==> config.mk <==
export PLATFORM = sky130hd
export DESIGN_NAME = msg_switch
export DESIGN_NICKNAME = d
export VERILOG_FILES = /design/src/rtl/switch_msg_pkg.sv /design/src/rtl/switch_cfg_pkg.sv /design/src/rtl/msg_queue.sv /design/src/rtl/router.sv /design/src/rtl/output_arbiter.sv /design/src/rtl/msg_switch.sv
export SDC_FILE = /design/constraint.sdc
export NUM_CORES = 1
export LEC_CHECK = 0
export ABC_AREA = 1
export BUFFER_PORTS_ARGS = -buffer_cell sky130_fd_sc_hd__buf_4
export CORE_MARGIN = 4
export CORE_UTILIZATION = 50
export CTS_CLUSTER_SIZE = 16
export DETAILED_ROUTE_END_ITERATION = 7
export MAX_ROUTING_LAYER = met4
export PLACE_DENSITY = 0.74
export SKIP_LAST_GASP = 1
export SYNTH_ARGS = -nofsm -noshare
export SYNTH_HDL_FRONTEND = slang
export SYNTH_SLANG_ARGS = --single-unit
==> constraint.sdc <==
create_clock -name clk -period 7.4 [get_ports clk]
set_input_delay 1.48 -clock clk [delete_from_list [all_inputs] [get_ports clk]]
set_output_delay 1.48 -clock clk [all_outputs]
set_load 0.005 [all_outputs]
==> src/rtl/switch_msg_pkg.sv <==
`default_nettype none

// Message format shared by routers, arbiters and the top level.
package switch_msg_pkg;

  // Field widths.
  localparam int dest_width    = 2;   // Selects one of four ports.
  localparam int payload_width = 30;  // Rest of the 32-bit word.
  localparam int msg_width     = dest_width + payload_width;

  // Output port number, taken from the top bits of a message.
  typedef logic [dest_width-1:0] dest_t;

  // Message body, carried through untouched.
  typedef logic [payload_width-1:0] payload_t;

  // Full message word, dest in the MSBs.
  typedef struct packed {
    dest_t    dest;     // Target port.
    payload_t payload;  // Opaque to the switch.
  } msg_t;

  // Valid plus message, as seen on one router-to-arbiter link or on a port.
  typedef struct packed {
    logic val;  // Message present.
    msg_t msg;  // Broadcast copy of the message.
  } out_req_t;

endpackage

`default_nettype wire

==> src/rtl/switch_cfg_pkg.sv <==
`default_nettype none

// Switch dimensions and default sizing.
package switch_cfg_pkg;

  // Two input streams, one router each.
  localparam int num_inputs = 2;

  // One port per dest code, so the count follows the dest field.
  localparam int num_outputs = 2 ** $bits(switch_msg_pkg::dest_t);

  // Entries per router queue.
  localparam int default_queue_depth = 3;

  // Index of an input, as held by the arbiter pointer.
  localparam int input_idx_width = (num_inputs > 1) ? $clog2(num_inputs) : 1;

  typedef logic [input_idx_width-1:0] input_idx_t;

endpackage

`default_nettype wire

==> src/rtl/msg_queue.sv <==
`default_nettype none

// Circular buffer of messages with a valid/ready interface on both sides.
// Depth must be 2 or more.
module msg_queue #(
  parameter int queue_depth = switch_cfg_pkg::default_queue_depth
) (
  input  logic                  clk,
  input  logic                  reset,

  input  logic                  enq_val,
  input  switch_msg_pkg::msg_t  enq_msg,
  output logic                  enq_rdy,

  output logic                  deq_val,
  output switch_msg_pkg::msg_t  deq_msg,
  input  logic                  deq_rdy
);

  import switch_msg_pkg::*;

  localparam int ptr_width   = $clog2(queue_depth);
  localparam int count_width = $clog2(queue_depth + 1);

  typedef logic [ptr_width-1:0]   ptr_t;    // Slot index.
  typedef logic [count_width-1:0] count_t;  // Occupancy, 0 to queue_depth.

  msg_t   mem [queue_depth];  // Storage, no reset needed.
  ptr_t   wr_ptr;             // Next slot to write.
  ptr_t   rd_ptr;             // Current head slot.
  count_t count;              // Entries held.

  logic full;
  logic enq_fire;
  logic deq_fire;

  assign full     = (count == count_t'(queue_depth));
  assign deq_val  = (count != '0);               // No bypass, empty means invalid.
  assign deq_msg  = mem[rd_ptr];                 // Head read straight from storage.
  assign enq_rdy  = !full || deq_rdy;            // Full queue still takes one on a pop.
  assign enq_fire = enq_val && enq_rdy;
  assign deq_fire = deq_val && deq_rdy;

  // Storage write.
  always_ff @(posedge clk) begin
    if (enq_fire) begin
      mem[wr_ptr] <= enq_msg;
    end
  end

  // Pointers and count.
  always_ff @(posedge clk) begin
    if (reset) begin
      wr_ptr <= '0;
      rd_ptr <= '0;
      count  <= '0;
    end else begin
      if (enq_fire) begin
        wr_ptr <= (wr_ptr == ptr_t'(queue_depth - 1)) ? '0 : wr_ptr + 1'b1;  // Wrap.
      end
      if (deq_fire) begin
        rd_ptr <= (rd_ptr == ptr_t'(queue_depth - 1)) ? '0 : rd_ptr + 1'b1;  // Wrap.
      end
      case ({enq_fire, deq_fire})
        2'b10:   count <= count + 1'b1;
        2'b01:   count <= count - 1'b1;
        default: count <= count;  // Both or neither.
      endcase
    end
  end

  // Occupancy never goes past the depth.
  assert property (@(posedge clk) disable iff (reset)
    count <= count_t'(queue_depth));

  // An empty queue can only stay empty or take one, so the count never wraps.
  assert property (@(posedge clk) disable iff (reset)
    (count == '0) |=> (count <= count_t'(1)));

  // A stalled head keeps its message and its valid.
  assert property (@(posedge clk) disable iff (reset)
    deq_val && !deq_rdy |=> deq_val && $stable(deq_msg));

endmodule

`default_nettype wire

==> src/rtl/router.sv <==
`default_nettype none

// One input stream. Queues messages and steers the head toward the port named
// by its dest field. Every port sees the message, only one sees valid.
module router #(
  parameter int queue_depth = switch_cfg_pkg::default_queue_depth
) (
  input  logic                      clk,
  input  logic                      reset,

  // Input stream.
  input  logic                      in_val,
  input  switch_msg_pkg::msg_t      in_msg,
  output logic                      in_rdy,

  // One request per output port.
  output switch_msg_pkg::out_req_t  out_req [switch_cfg_pkg::num_outputs],
  input  logic                      out_rdy [switch_cfg_pkg::num_outputs]
);

  import switch_msg_pkg::*;
  import switch_cfg_pkg::*;

  msg_t  head_msg;                   // Queue head.
  logic  head_val;
  logic  head_rdy;                   // Ready of the selected port.
  dest_t sel;                        // Port picked by the head.
  logic [num_outputs-1:0] val_vec;   // Decoded valids.
  logic [num_outputs-1:0] rdy_vec;   // Port readies, packed.

  msg_queue #(
    .queue_depth(queue_depth)
  ) i_msg_queue (
    .clk    (clk),
    .reset  (reset),
    .enq_val(in_val),
    .enq_msg(in_msg),
    .enq_rdy(in_rdy),
    .deq_val(head_val),
    .deq_msg(head_msg),
    .deq_rdy(head_rdy)
  );

  assign sel      = head_msg.dest;   // Top bits of the message.
  assign head_rdy = out_rdy[sel];    // Ready mux.

  // Valid demux, message broadcast.
  always_comb begin
    for (int o = 0; o < num_outputs; o++) begin
      val_vec[o]     = head_val && (sel == dest_t'(o));
      rdy_vec[o]     = out_rdy[o];
      out_req[o].val = val_vec[o];
      out_req[o].msg = head_msg;
    end
  end

  // Only the port that was offered the head may take it.
  assert property (@(posedge clk) disable iff (reset)
    (rdy_vec & ~val_vec) == '0);

endmodule

`default_nettype wire

==> src/rtl/output_arbiter.sv <==
`default_nettype none

// Round-robin merge of the router requests for one output port.
// Grant is combinational, pointer moves past the winner on a transfer.
module output_arbiter (
  input  logic                      clk,
  input  logic                      reset,

  // One request per router, grant is that router's ready.
  input  switch_msg_pkg::out_req_t  req   [switch_cfg_pkg::num_inputs],
  output logic                      grant [switch_cfg_pkg::num_inputs],

  // Port side.
  output switch_msg_pkg::out_req_t  port_req,
  input  logic                      port_rdy
);

  import switch_cfg_pkg::*;

  input_idx_t ptr;                  // Highest priority input.
  input_idx_t winner;               // Input forwarded this cycle.
  input_idx_t lock_idx;             // Winner held over a stall.
  logic       locked;               // Port stalled last cycle.
  logic       found;                // Some input requests.
  logic       fire;                 // Transfer on the port.
  logic [num_inputs-1:0] grant_vec;

  // Input index a given number of steps after base, with wrap.
  function automatic input_idx_t step_idx(input input_idx_t base, input int step);
    return input_idx_t'((int'(base) + step) % num_inputs);
  endfunction

  // Pick the first requester at or after the pointer.
  always_comb begin
    found  = 1'b0;
    winner = ptr;
    if (locked) begin
      winner = lock_idx;            // Stalled choice sticks.
      found  = req[lock_idx].val;
    end else begin
      for (int k = 0; k < num_inputs; k++) begin
        if (!found && req[step_idx(ptr, k)].val) begin
          found  = 1'b1;
          winner = step_idx(ptr, k);
        end
      end
    end
  end

  assign port_req.val = found;                 // Never looks at port_rdy.
  assign port_req.msg = req[winner].msg;
  assign fire         = found && port_rdy;

  // Grant only the winner, and only when the port takes it.
  always_comb begin
    for (int i = 0; i < num_inputs; i++) begin
      grant_vec[i] = fire && (winner == input_idx_t'(i));
      grant[i]     = grant_vec[i];
    end
  end

  // Pointer and stall lock.
  always_ff @(posedge clk) begin
    if (reset) begin
      ptr      <= '0;
      locked   <= 1'b0;
      lock_idx <= '0;
    end else begin
      if (fire) begin
        ptr <= step_idx(winner, 1);            // Winner goes to the back.
      end
      if (found && !port_rdy) begin
        locked   <= 1'b1;
        lock_idx <= winner;
      end else begin
        locked   <= 1'b0;
      end
    end
  end

  // A waiting input gets the next turn after a transfer.
  assert property (@(posedge clk) disable iff (reset)
    fire && req[step_idx(winner, 1)].val |=> winner != $past(winner));

  // A stalled port keeps the same source and message.
  assert property (@(posedge clk) disable iff (reset)
    port_req.val && !port_rdy |=>
      port_req.val && (winner == $past(winner)) && $stable(port_req.msg));

  // Routers hold valid while not granted, so a locked input still requests.
  assert property (@(posedge clk) disable iff (reset)
    locked |-> req[lock_idx].val);

endmodule

`default_nettype wire

==> src/rtl/msg_switch.sv <==
`default_nettype none

// Two-input, four-port message switch.
// Each input has a router; each port has a round-robin arbiter.
module msg_switch #(
  parameter int queue_depth = switch_cfg_pkg::default_queue_depth
) (
  input  logic                      clk,
  input  logic                      reset,

  // Input streams.
  input  logic                      in_val   [switch_cfg_pkg::num_inputs],
  input  switch_msg_pkg::msg_t      in_msg   [switch_cfg_pkg::num_inputs],
  output logic                      in_rdy   [switch_cfg_pkg::num_inputs],

  // Output ports.
  output switch_msg_pkg::out_req_t  port_req [switch_cfg_pkg::num_outputs],
  input  logic                      port_rdy [switch_cfg_pkg::num_outputs]
);

  import switch_msg_pkg::*;
  import switch_cfg_pkg::*;

  // Router side, indexed [input][output].
  out_req_t rtr_req   [num_inputs][num_outputs];
  logic     rtr_rdy   [num_inputs][num_outputs];

  // Arbiter side, indexed [output][input].
  out_req_t arb_req   [num_outputs][num_inputs];
  logic     arb_grant [num_outputs][num_inputs];

  // One router per input stream.
  for (genvar i = 0; i < num_inputs; i++) begin : g_router
    router #(
      .queue_depth(queue_depth)
    ) i_router (
      .clk    (clk),
      .reset  (reset),
      .in_val (in_val[i]),
      .in_msg (in_msg[i]),
      .in_rdy (in_rdy[i]),
      .out_req(rtr_req[i]),
      .out_rdy(rtr_rdy[i])
    );
  end

  // Transpose requests toward the arbiters and grants back to the routers.
  for (genvar o = 0; o < num_outputs; o++) begin : g_port
    for (genvar i = 0; i < num_inputs; i++) begin : g_link
      assign arb_req[o][i] = rtr_req[i][o];
      assign rtr_rdy[i][o] = arb_grant[o][i];
    end

    output_arbiter i_output_arbiter (
      .clk     (clk),
      .reset   (reset),
      .req     (arb_req[o]),
      .grant   (arb_grant[o]),
      .port_req(port_req[o]),
      .port_rdy(port_rdy[o])
    );
  end

endmodule

`default_nettype wire

Yosys cells after proc, flatten, opt, wreduce, memory -nomap -nowiden. Memory sizes are Yosys's and may differ from the RTL's. A register that Yosys moved wholly into a read port is not among the register bits. Cells that the tools add are included.

Output and inout bits: 134. Memory bits (writable): 192. Register bits: 24. Word-level logic and storage cells: 238. Input port bits: 72. Memories kept: 2.

Eq/ne operators: 16. Add/subtract/negate cells: 16. Mux-type cells: 96. Reduce and logical (&&, ||, !) cells: 50. $lt $le $gt $ge: 18. Bitwise operators: 22.

Memory list: g_router[0].i_router.i_msg_queue.mem (words 3, width 32, read ports 1, clocked after Yosys merged registers in 1, wr ports 1, line msg_queue.sv:28) `msg_t mem [queue_depth];`; g_router[1].i_router.i_msg_queue.mem (words 3, width 32, read ports 1, clocked after Yosys merged registers in 1, wr ports 1, line msg_queue.sv:28).

Operators by type and width (count): $mux 33 (36); $mux 32 (12); $mux 1 (36); $ge 2x2->1 const B (16); $logic_and 1x1->1 (32); $not 1->2 (16); $eq 2x2->1 const B (12); $mux 2 (8); $add 2x1->2 const B (6); $logic_not 1->1 (10); $add 1x1->1 const B (8); $eq 2x1->1 const B (4); $pmux 2 s2 (2); $reduce_bool 2->1 (4); $ge 3x3->1 const B (2); $not 2->3 (2); $bmux 1 s2 (2); $logic_not 2->1 (2); $not 1->1 (4); $sub 2x1->2 const B (2); $logic_or 1x1->1 (2).

Logic depth before layout (Yosys ltp). Gate-level depths: netlist of the first run.

Word-level depth: 20. Gate-level depth with buffers: 21. Gate-level depth less buffers: 20.

Cells and area by module. From an unflattened synthesis of the first run, not the netlist that was laid out.

Cells, all modules: 1352. Area total of the unflattened synthesis: 11991.5 um^2.

By module, submodules not included: msg_queue at g_router[0].i_router.i_msg_queue (area each 3907.5 um^2, instances 1, cells each 288, seq. area each 3042.9 um^2); msg_queue at g_router[1].i_router.i_msg_queue (area each 3905.0 um^2, instances 1, cells each 288, seq. area each 3042.9 um^2); output_arbiter (area each 649.4 um^2, instances 4, cells each 138, seq. area each 60.1 um^2); router (area each 790.8 um^2, instances 2, cells each 112, seq. area each 0.0 um^2).

Worst setup path before layout of the first run. No wires, ideal clock.

Kind: in2reg. From: in port_rdy[0] (netlist bit). To: mem g_router[0].i_router.i_msg_queue.mem[2][0] (netlist bit), enable pin. Library setup time: 0.421 ns. Data required time: 6.979 ns. Stages on the path: 8. Path buffers: 0. Setup slack: 3.410 ns. Arrival time: 3.569 ns. Path through: inv_1 -> a21oi_1 -> nand2_1 -> nand2_1 -> nand2_2 -> o21ai_4 -> nand2_1 -> nor2_1.

Longest elaborated chain between the ends: 9.

RTL lines: start, declared (line msg_switch.sv:18) `input logic port_rdy [switch_cfg_pkg::num_outputs]`; $logic_and 1x1->1 (line output_arbiter.sv:52) `assign fire = found && port_rdy;`; $logic_and 1x1->1 (line output_arbiter.sv:57) `grant_vec[i] = fire && (winner == input_idx_t'(i));`; $bmux 1 s2 (line router.sv:45) `assign head_rdy = out_rdy[sel];`; $mux 1 (implied by the code) (2 in a row) (line router.sv:45); $logic_or 1x1->1 (line msg_queue.sv:40) `assign enq_rdy = !full || deq_rdy;`; via g_router[0].i_router.i_msg_queue.enq_rdy (line msg_queue.sv:13) `output logic enq_rdy,`; $logic_and 1x1->1 (line msg_queue.sv:41) `assign enq_fire = enq_val && enq_rdy;`; $mux 1 (line msg_queue.sv:46) `if (enq_fire) begin`; $mux 1 (implied by the code) (line msg_queue.sv:47) `mem[wr_ptr] <= enq_msg;`; end, declared (line msg_queue.sv:28).

The timed path passes the listed nets, and every way through them passes these cells. The select of a mux whose other input is x is not followed.

==> results of run 1 <==
-- final timing paths --
check                           slack, ps                                           to
worst max-delay path                 2060                                    in_rdy[1]
worst min-delay path                  470    g_router[1].i_router.i_msg_queue.count[1]
worst max register to register       2790  g_router[0].i_router.i_msg_queue.mem[2][16]
worst min register to register        470    g_router[1].i_router.i_msg_queue.count[1]
-- state kept, by name (all words and copies together) (netlist names), named ones only --
signal	flops
g_port.i_output_arbiter.ptr	4
g_router.i_router.i_msg_queue.mem	192
g_router.i_router.i_msg_queue.wr_ptr	4
g_router.i_router.i_msg_queue.count	4
g_port.i_output_arbiter.lock_idx	4
g_port.i_output_arbiter.locked	4
g_router.i_router.i_msg_queue.rd_ptr	4
-- critical path: cells and delay by family (launching register included) --
kind / cells / cell delay, ps
compound gates: 1 / 190
flops: 1 / 290
buf+inv: 3 / 850
simple gates: 11 / 2010
-- area by class of cell --
| type | count | area, sq um | share of cell area [%] |
|---|---|---|---|
| Timing Repair Buffer | 213 | 1600 | 13.1 |
| Inverter | 35 | 131 | 1.08 |
| Sequential cell | 220 | 6330 | 52.0 |
| Clock buffer | 30 | 602 | 4.95 |
| Multi-Input combinational cell | 677 | 3070 | 25.2 |
| Tap cell | 260 | 325 | 2.67 |
| Clock inverter | 10 | 110 | 0.905 |
| Antenna cell | 1 | 2.50 | 0.0206 |
-- power breakdown --
part / total, mW / internal, mW / switching [mW]
clock: 1.08 / 0.643 / 0.438
sequential: 1.53 / 1.48 / 0.0474
combinational: 3.30 / 1.39 / 1.91
-- placed cells by master, fill, tap and decap left out, types with 3 or more instances in the layout --
cell       instances
dfxtp_1           28
nor2_1            58
nand4_1            4
buf_4            213
or2_2              5
nand2_2            8
nand2_1          284
o21ai_0          168
clkbuf_1           7
inv_1             29
nand3_1           48
inv_2              6
a21oi_1           80
nor2_2             3
edfxtp_1         192
clkbuf_16         23
-- layer usage --
metal	global-route usage, %	vias to the layer above	part of all wire (%)
li1	-	3786	-
met2	38.4	303	48
met3	4.35	42	8.3
met1	31.0	3488	41
met5	-	-	0
met4	6.88	0	2.8
-- cell families (layout without fill, tap and decap cells) --
kind of cell	after synthesis	after routing	synth area share, %
AND/OR/NAND/NOR	417	417	17.2
AO/OA/AOI/OAI	256	256	13.5
flip-flops	220	220	64.7
buffers and inverters	99	288	4.16
adder cells (fa/ha/maj)	2	2	0.256
XOR/XNOR	2	2	0.179
other	0	1	0
==> flow_summary.yaml, run 1 <==
floorplanning:
  placeableCoreArea_sq_um: 19000
  dieWidth_microns: 148
  start_util_pct: 51.6
  die_h_microns: 148
  num_io_pins: 206
  num_rows: 50
  fp.dieArea_sq_um: 21900
synth:
  synth_edf_count: 192
  synth_top_area_share_pct: 59.0
  synth.area.top_cells: "edfxtp_1 59%, nand2_1 11%, o21ai_0 8.6%"
  synth_ff_type: "edfxtp_1"
  ys_types: 29
  synth_area_per_cell_sq_um: 9.81
  ys_seq_area_share_pct: 64.7
  yosys_warnings: 0
  yosysMostFrequentCell: "nand2_1"
  async_flop_share_pct: 0
  synthTopCellsByCount: "288 x nand2_1, 192 x edfxtp_1, 168 x o21ai_0"
  syn_inst: 996
  synthesis.area_sq_um: 9780
  ys_seq_elements: 220
  syn_nets: 1070
  synth_top_area_cell: "edfxtp_1"
worst_hold_path:
  min_path_type: "reg -> reg"
  hold_path.startpoint: "g_router[1].i_router.i_msg_queue.count[1]"
  whs_path_depth: 1
setup_path:
  worstSetupEndpointType: "output pin"
  start_kind: "flop"
  reg2reg_depth: 16
  cp.required_ps: 5920
  slowest_delay_ps: 860
  cpMostUsedCell: "nand2_1"
  path_cells: "buf_4, inv_2, nand2_1, nand3_1, nand2_2, nand3_1, nor2_1, nor2_1, nand2_1, nand2_2, nand2_1, nand2_1, nand2_2, o21ai_4, buf_4"
  cp.arrival_ps: 3860
  crit_slowest_cell: "nand2_2"
  critPathMaxFanout: 66
  critPathKind: "reg -> out"
placed_design:
  gp_congestion: 0.912
  post_dp_cell_area_sq_um: 11400
  io_buffers: 205
  dp_cells: 1405
  dp_slack_ps: 2520
  dp_hpwl_microns: 17800
clock_tree:
  clk_pin_slew_worst_paths_ps: 60
  insertion_delay_ps: 490
  cts.path.max_buffers: 3
  cts.repair.resized: 0
  htreeDepth: 1
  postCtsSetupBuffers: 0
  root_buffer: "clkbuf_16"
  cts_tree: "built"
  hold_buffers: 0
  cts_sinks: 220
  numCtsBuffers: 22
routing:
  vias: 7619
  drt-total-wl_microns: 26300
  drcViolationCount: 0
  drt-initial-drc-count: 537
  viasPerCell: 5.27
  drt-pass1-iter-count: 5
  wl_per_cell_microns: 18.2
  drtAntennaViolNets: 0
final_layout:
  nFillCells: 1565
  final_nets: 1243
  final_cells: 1446
  area_growth_pct: 24.4
  fin_area_sq_um: 12200
  fin_util_pct: 64.2
  drive_gt1_share_pct: 23.0
timing:
  hold_viol_final: 0
  whs_ps: 472
  slew_violations: 0
  clock_skew_ps: 5.89
  final-setup-viol-count: 0
  fmax_mhz: 187
  fin_setup_tns_ps: 0
  rsz0062_at_grt: "false"
  fin_ws_ps: 2060
  relSlewSlack_pct: 20.3
  max_slew.worst_pin.slew_ps: 1190
  timing.final.crit_share_pct: 72.2
  period_minus_slack_ps: 5340
power_and_ir_drop:
  leakagePower_nw: 5.02
  peakVddDrop_mv: 0.294
  powerDensity_nw_per_um2: 485
  total_power_mw: 5.91
global_routing:
  grt_max_degree: 67
  grt_usage_pct: 23.7
  antenna_found_initial: 0
  grt_pass1_vias: 7163
  grt_first_pass_wirelength_microns: 39500
  grt_remaining_overflow: 0
status:
  run_status: "completed"
flow_run:
  cap_violations: 0
(Power assumes the default switching activity.)
==> run 2: changes to the inputs <==
==> constraint.sdc (replaced) <==
create_clock -name clk -period 5.6 [get_ports clk]
set_input_delay 1.12 -clock clk [delete_from_list [all_inputs] [get_ports clk]]
set_output_delay 1.12 -clock clk [all_outputs]
set_load 0.005 [all_outputs]
==> run 2 against run 1 <==
Against the previous run:
- flip-flop and latch count did not move
- worst setup slack got worse by 1200 ps
- register-to-register slack got worse by 1300 ps
- routed wire length fell by 0.50%
- critical endpoint is now port_req[51]
- largest power group unchanged
- highest routed layer unchanged
==> flow_summary.yaml, run 2 (same netlist as run 1, synthesis figures left out) <==
clock_tree:
  htreeDepth: 1
  cts.repair.resized: 0
  root_buffer: "clkbuf_16"
  clk_pin_slew_worst_paths_ps: 60
  hold_buffers: 0
  cts_sinks: 220
  postCtsSetupBuffers: 0
  numCtsBuffers: 23
  cts.path.max_buffers: 3
  insertion_delay_ps: 500
  cts_tree: "built"
global_routing:
  grt_first_pass_wirelength_microns: 39700
  grt_pass1_vias: 7487
  grt_remaining_overflow: 0
  antenna_found_initial: 1
  grt_usage_pct: 23.7
  grt_max_degree: 66
floorplanning:
  placeableCoreArea_sq_um: 19000
  start_util_pct: 51.6
  num_rows: 50
  dieWidth_microns: 148
  fp.dieArea_sq_um: 21900
  die_h_microns: 148
  num_io_pins: 206
final_layout:
  final_cells: 1453
  top_register: "g_router.i_router.i_msg_queue.mem"
  largest_register_ffs: 192
  nFillCells: 1543
  final_nets: 1249
  drive_gt1_share_pct: 23.4
  final_cell_mix: "284 x nand2_1, 218 x buf_4, 192 x edfxtp_1, 168 x o21ai_0, 80 x a21oi_1"
  seq_area_sq_um: 6330
  area_growth_pct: 24.8
  final_common_cell: "nand2_1"
  multi_input_area_sq_um: 3070
timing:
  fin_setup_tns_ps: 0
  period_minus_slack_ps: 4700
  max_slew.worst_pin.slew_ps: 1010
  slew_violations: 0
  hold_viol_final: 0
  relSlewSlack_pct: 32.8
  whs_ps: 465
  rsz0062_at_grt: "false"
  clock_skew_ps: 12.4
  final-setup-viol-count: 0
  fmax_mhz: 213
  timing.final.crit_share_pct: 83.9
setup_path:
  cp.arrival_ps: 3580
  rrSetupSlack_ps: 1450
  critPathKind: "reg -> out"
  start_kind: "flop"
  cp.required_ps: 4480
  critPathMaxFanout: 41
  worstSetupEndpointType: "output pin"
placed_design:
  gp_congestion: 0.895
  io_buffers: 205
  dp_cells: 1410
  dp_hpwl_microns: 18200
routing:
  drt-pass1-iter-count: 5
  drt-total-wl_microns: 26100
  wl_met2_microns: 12200
  dr_wl_met3_microns: 2370
  drtAntennaViolNets: 0
  viasPerCell: 5.37
  drcViolationCount: 0
  highest_layer: "met4"
  drt-met1-wl_microns: 10500
  vias: 7797
  drt-initial-drc-count: 485
  wl_per_cell_microns: 18.0
power_and_ir_drop:
  leakagePower_nw: 5.05
  peakVddDrop_mv: 0.370
  powerDensity_nw_per_um2: 641
worst_hold_path:
  min_path_type: "reg -> reg"
status:
  run_status: "completed"
flow_run:
  cap_violations: 0
[run 2: changes by cell type in the layout (fill, tap and decap cells not counted), sizes merged]
cell      delta
buf          +5
inv          +2
clkbuf       +3
clkinvlp     -2
bufinv       -1
[run 2: power by group]
part | total, mW | switching, mW | internal, mW
Clock | 1.42 | 0.580 | 0.836
Sequential | 2.02 | 0.0631 | 1.96
Combinational | 4.38 | 2.53 | 1.85
Total | 7.82 | 3.18 | 4.64
[run 2: worst paths after layout]
kind / from / depth (start not counted) / end
max: flop / 13 / port_req[51]
min: g_router[1].i_router.i_msg_queue.count[1] / 1 / g_router[1].i_router.i_msg_queue.count[1]
max reg2reg: flop / 17 / g_router[0].i_router.i_msg_queue.mem[1][16]
min reg2reg: g_router[1].i_router.i_msg_queue.count[1] / 1 / g_router[1].i_router.i_msg_queue.count[1]
[run 2: worst max-delay path, stage by stage (launching register included)]
cell and delay (ps):
dfxtp_1 300, buf_4 230, inv_2 560, nand3_1 170, o21ai_2 200, inv_2 120
nor2_1 140, nand2_1 70, nand2_1 60, nand2_1 70, nand2_2 320, buf_4 460
o21ai_0 160, buf_4 180
[run 2: routing by layer]
layer	global-route usage [%]	up-vias
li1	-	3802
met1	28.9	3601
met2	38.7	332
met3	5.61	62
met4	9.10	0
met5	-	-
[run 2: metrics by stage]
step	total power [mW]	area [sq um]	setup WS [ps]	utilization [%]
after detailed placement	6.43	11500	1450	60.6
after global placement	6.38	11500	1510	60.6
after CTS	7.85	12200	901	64.4
after global routing	8.40	12200	500	64.4
final	7.82	12200	903	64.4
after floorplan	4.22	9780	1970	-
[run 2: final cells by class]
class	instances	area share [%]
antenna	1	0.0205
timing repair buffer	218	13.4
clock inverter	9	0.656
inverter	35	1.08
sequential	220	51.8
tap	260	2.67
multi-input combinational	677	25.1
clock buffer	33	5.19
==> run 3: changes to the inputs <==
==> constraint.sdc (replaced) <==
create_clock -name clk -period 4.42 [get_ports clk]
set_input_delay 0.884 -clock clk [delete_from_list [all_inputs] [get_ports clk]]
set_output_delay 0.884 -clock clk [all_outputs]
set_load 0.005 [all_outputs]
==> run 3 against run 2 <==
Against the previous run:
- count of clock-buffer cells in the layout increased by 2
- die area unchanged
- clock power increased by 35%
- routed wire length increased by 2.1%
- flip-flop and latch count unchanged
- non-clock buffer count increased by 3
- global-route usage increased by 0.53 points
- cell count increased by 0.48%
- worst setup slack got worse by 490 ps
- via count increased by 0.12%
- largest cell class unchanged
- largest power group unchanged
==> flow_summary.yaml, run 3 (same netlist as run 1, synthesis figures left out) <==
timing:
  slew_violations: 0
  clock_skew_ps: 8.45
  fin_setup_tns_ps: 0
  period_minus_slack_ps: 4010
  max_slew.worst_pin.slew_ps: 831
  timing.final.crit_share_pct: 90.6
  final-setup-viol-count: 0
  relSlewSlack_pct: 44.6
  fmax_mhz: 250
  hold_viol_final: 0
  rsz0062_at_grt: "false"
  fin_ws_ps: 415
floorplanning:
  die_h_microns: 148
  start_util_pct: 51.6
  dieWidth_microns: 148
  num_io_pins: 206
  placeableCoreArea_sq_um: 19000
  fp.dieArea_sq_um: 21900
  num_rows: 50
clock_tree:
  cts_tree: "built"
  cts_sinks: 220
  clk_pin_slew_worst_paths_ps: 60
  numCtsBuffers: 24
  root_buffer: "clkbuf_16"
  postCtsSetupBuffers: 0
  hold_buffers: 0
  htreeDepth: 1
  insertion_delay_ps: 500
  cts.repair.resized: 0
  cts.path.max_buffers: 3
routing:
  drt-total-wl_microns: 26700
  dr_wl_met3_microns: 2150
  wl_per_cell_microns: 18.3
  vias: 7806
  drt-initial-drc-count: 581
  drt-met1-wl_microns: 10900
  highest_layer: "met4"
  viasPerCell: 5.35
  wl_met2_microns: 12700
  drcViolationCount: 0
  drt-pass1-iter-count: 5
  drtAntennaViolNets: 0
power_and_ir_drop:
  powerDensity_nw_per_um2: 816
  peakVddDrop_mv: 0.490
  leakagePower_nw: 5.09
final_layout:
  nFillCells: 1527
  final_nets: 1253
  final_cell_mix: "284 x nand2_1, 220 x buf_4, 192 x edfxtp_1, 168 x o21ai_0, 80 x a21oi_1"
  drive_gt1_share_pct: 24.1
  largest_register_ffs: 192
  top_register: "g_router.i_router.i_msg_queue.mem"
  final_common_cell: "nand2_1"
  area_growth_pct: 26.0
setup_path:
  start_kind: "flop"
  critPathKind: "reg -> out"
  crit_slowest_cell: "buf_4"
  slowest_delay_ps: 370
  critPathTopFamily: "buffers and inverters"
  cp.arrival_ps: 3120
  cp.required_ps: 3540
  critPathMaxFanout: 41
  cpMostUsedCell: "nand2_1"
  critPathBufInv: 4
  path_cells: "inv_2, buf_4, a31oi_2, nor2_1, nand2_1, nand2_1, nand2_1, nand2_2, buf_6, nand2_1, o21ai_0, buf_4"
  worstSetupEndpointType: "output pin"
worst_hold_path:
  min_path_type: "reg -> reg"
  hold_path.startpoint: "g_router[0].i_router.i_msg_queue.count[1]"
flow_run:
  cap_violations: 0
placed_design:
  gp_congestion: 0.912
  dp_hpwl_microns: 18200
  dp_slack_ps: 685
  io_buffers: 205
global_routing:
  grt_remaining_overflow: 0
  grt_usage_pct: 24.2
  antenna_found_initial: 3
  grt_pass1_vias: 7536
  grt_max_degree: 67
  grt_first_pass_wirelength_microns: 40500
status:
  run_status: "completed"
==> run 3: changes by cell type in the layout (fill, tap and decap cells not counted), moves of 2 or more <==
| cell | delta |
|---|---|
| clkinv_2 | -3 |
| clkbuf_8 | +3 |
| clkbuf_1 | -3 |
| diode_2 | +2 |
| clkbuf_16 | +2 |
| nand2_2 | -2 |
| buf_4 | +2 |
| clkinvlp_4 | +5 |
| nand2_4 | +2 |
==> run 3: final cells by class <==
cell class	instances	area (sq um)	share of cell area, %
clock inverters	9	76.3	0.619
diodes	3	7.51	0.0609
flip-flops and latches	220	6330	51.3
repair buffers	221	1660	13.5
inverters	35	131	1.07
well taps	260	325	2.64
multi-input cells	677	3080	25.0
clock buffers	35	713	5.79
==> run 3: routing by layer <==
metal	up-vias	GRT usage [%]
met5	-	-
met4	0	9.05
met3	57	4.45
met2	314	39.3
met1	3620	30.8
li1	3815	-
==> run 3: worst reg2reg max path, delay by kind of cell (launching register included) <==
family	cells	cell delay, ps
AND/OR/NAND/NOR	10	1570
AO/OA/AOI/OAI	4	640
buffers and inverters	2	570
adder cells (fa/ha/maj)	1	350
flip-flops	1	310
==> run 3: where the power goes <==
group,internal (mW),total (mW),switching (mW)
clock,1.13,1.91,0.780
sequential,2.48,2.59,0.103
combinational,2.35,5.55,3.21
==> run 3: worst paths after layout <==
kind	cells after the start	end	slack (ps)
hold reg to reg	1	g_router[0].i_router.i_msg_queue.count[1]	470
setup reg to reg	17	g_router[0].i_router.i_msg_queue.count[1]	910
hold / removal	1	g_router[0].i_router.i_msg_queue.count[1]	470
setup / recovery	12	port_req[81]	410
==> run 3: through the flow <==
stage	hold slack [ps]	power, mW	instances	area (sq um)	utilization (%)
after floorplan	437	5.35	996	9780	-
after global placement	453	8.08	1413	11500	60.7
after detailed placement	459	8.16	1413	11500	60.7
after CTS	468	10.1	1457	12300	64.9
after global routing	512	10.8	1460	12300	65.0
final	471	10.0	1460	12300	65.0
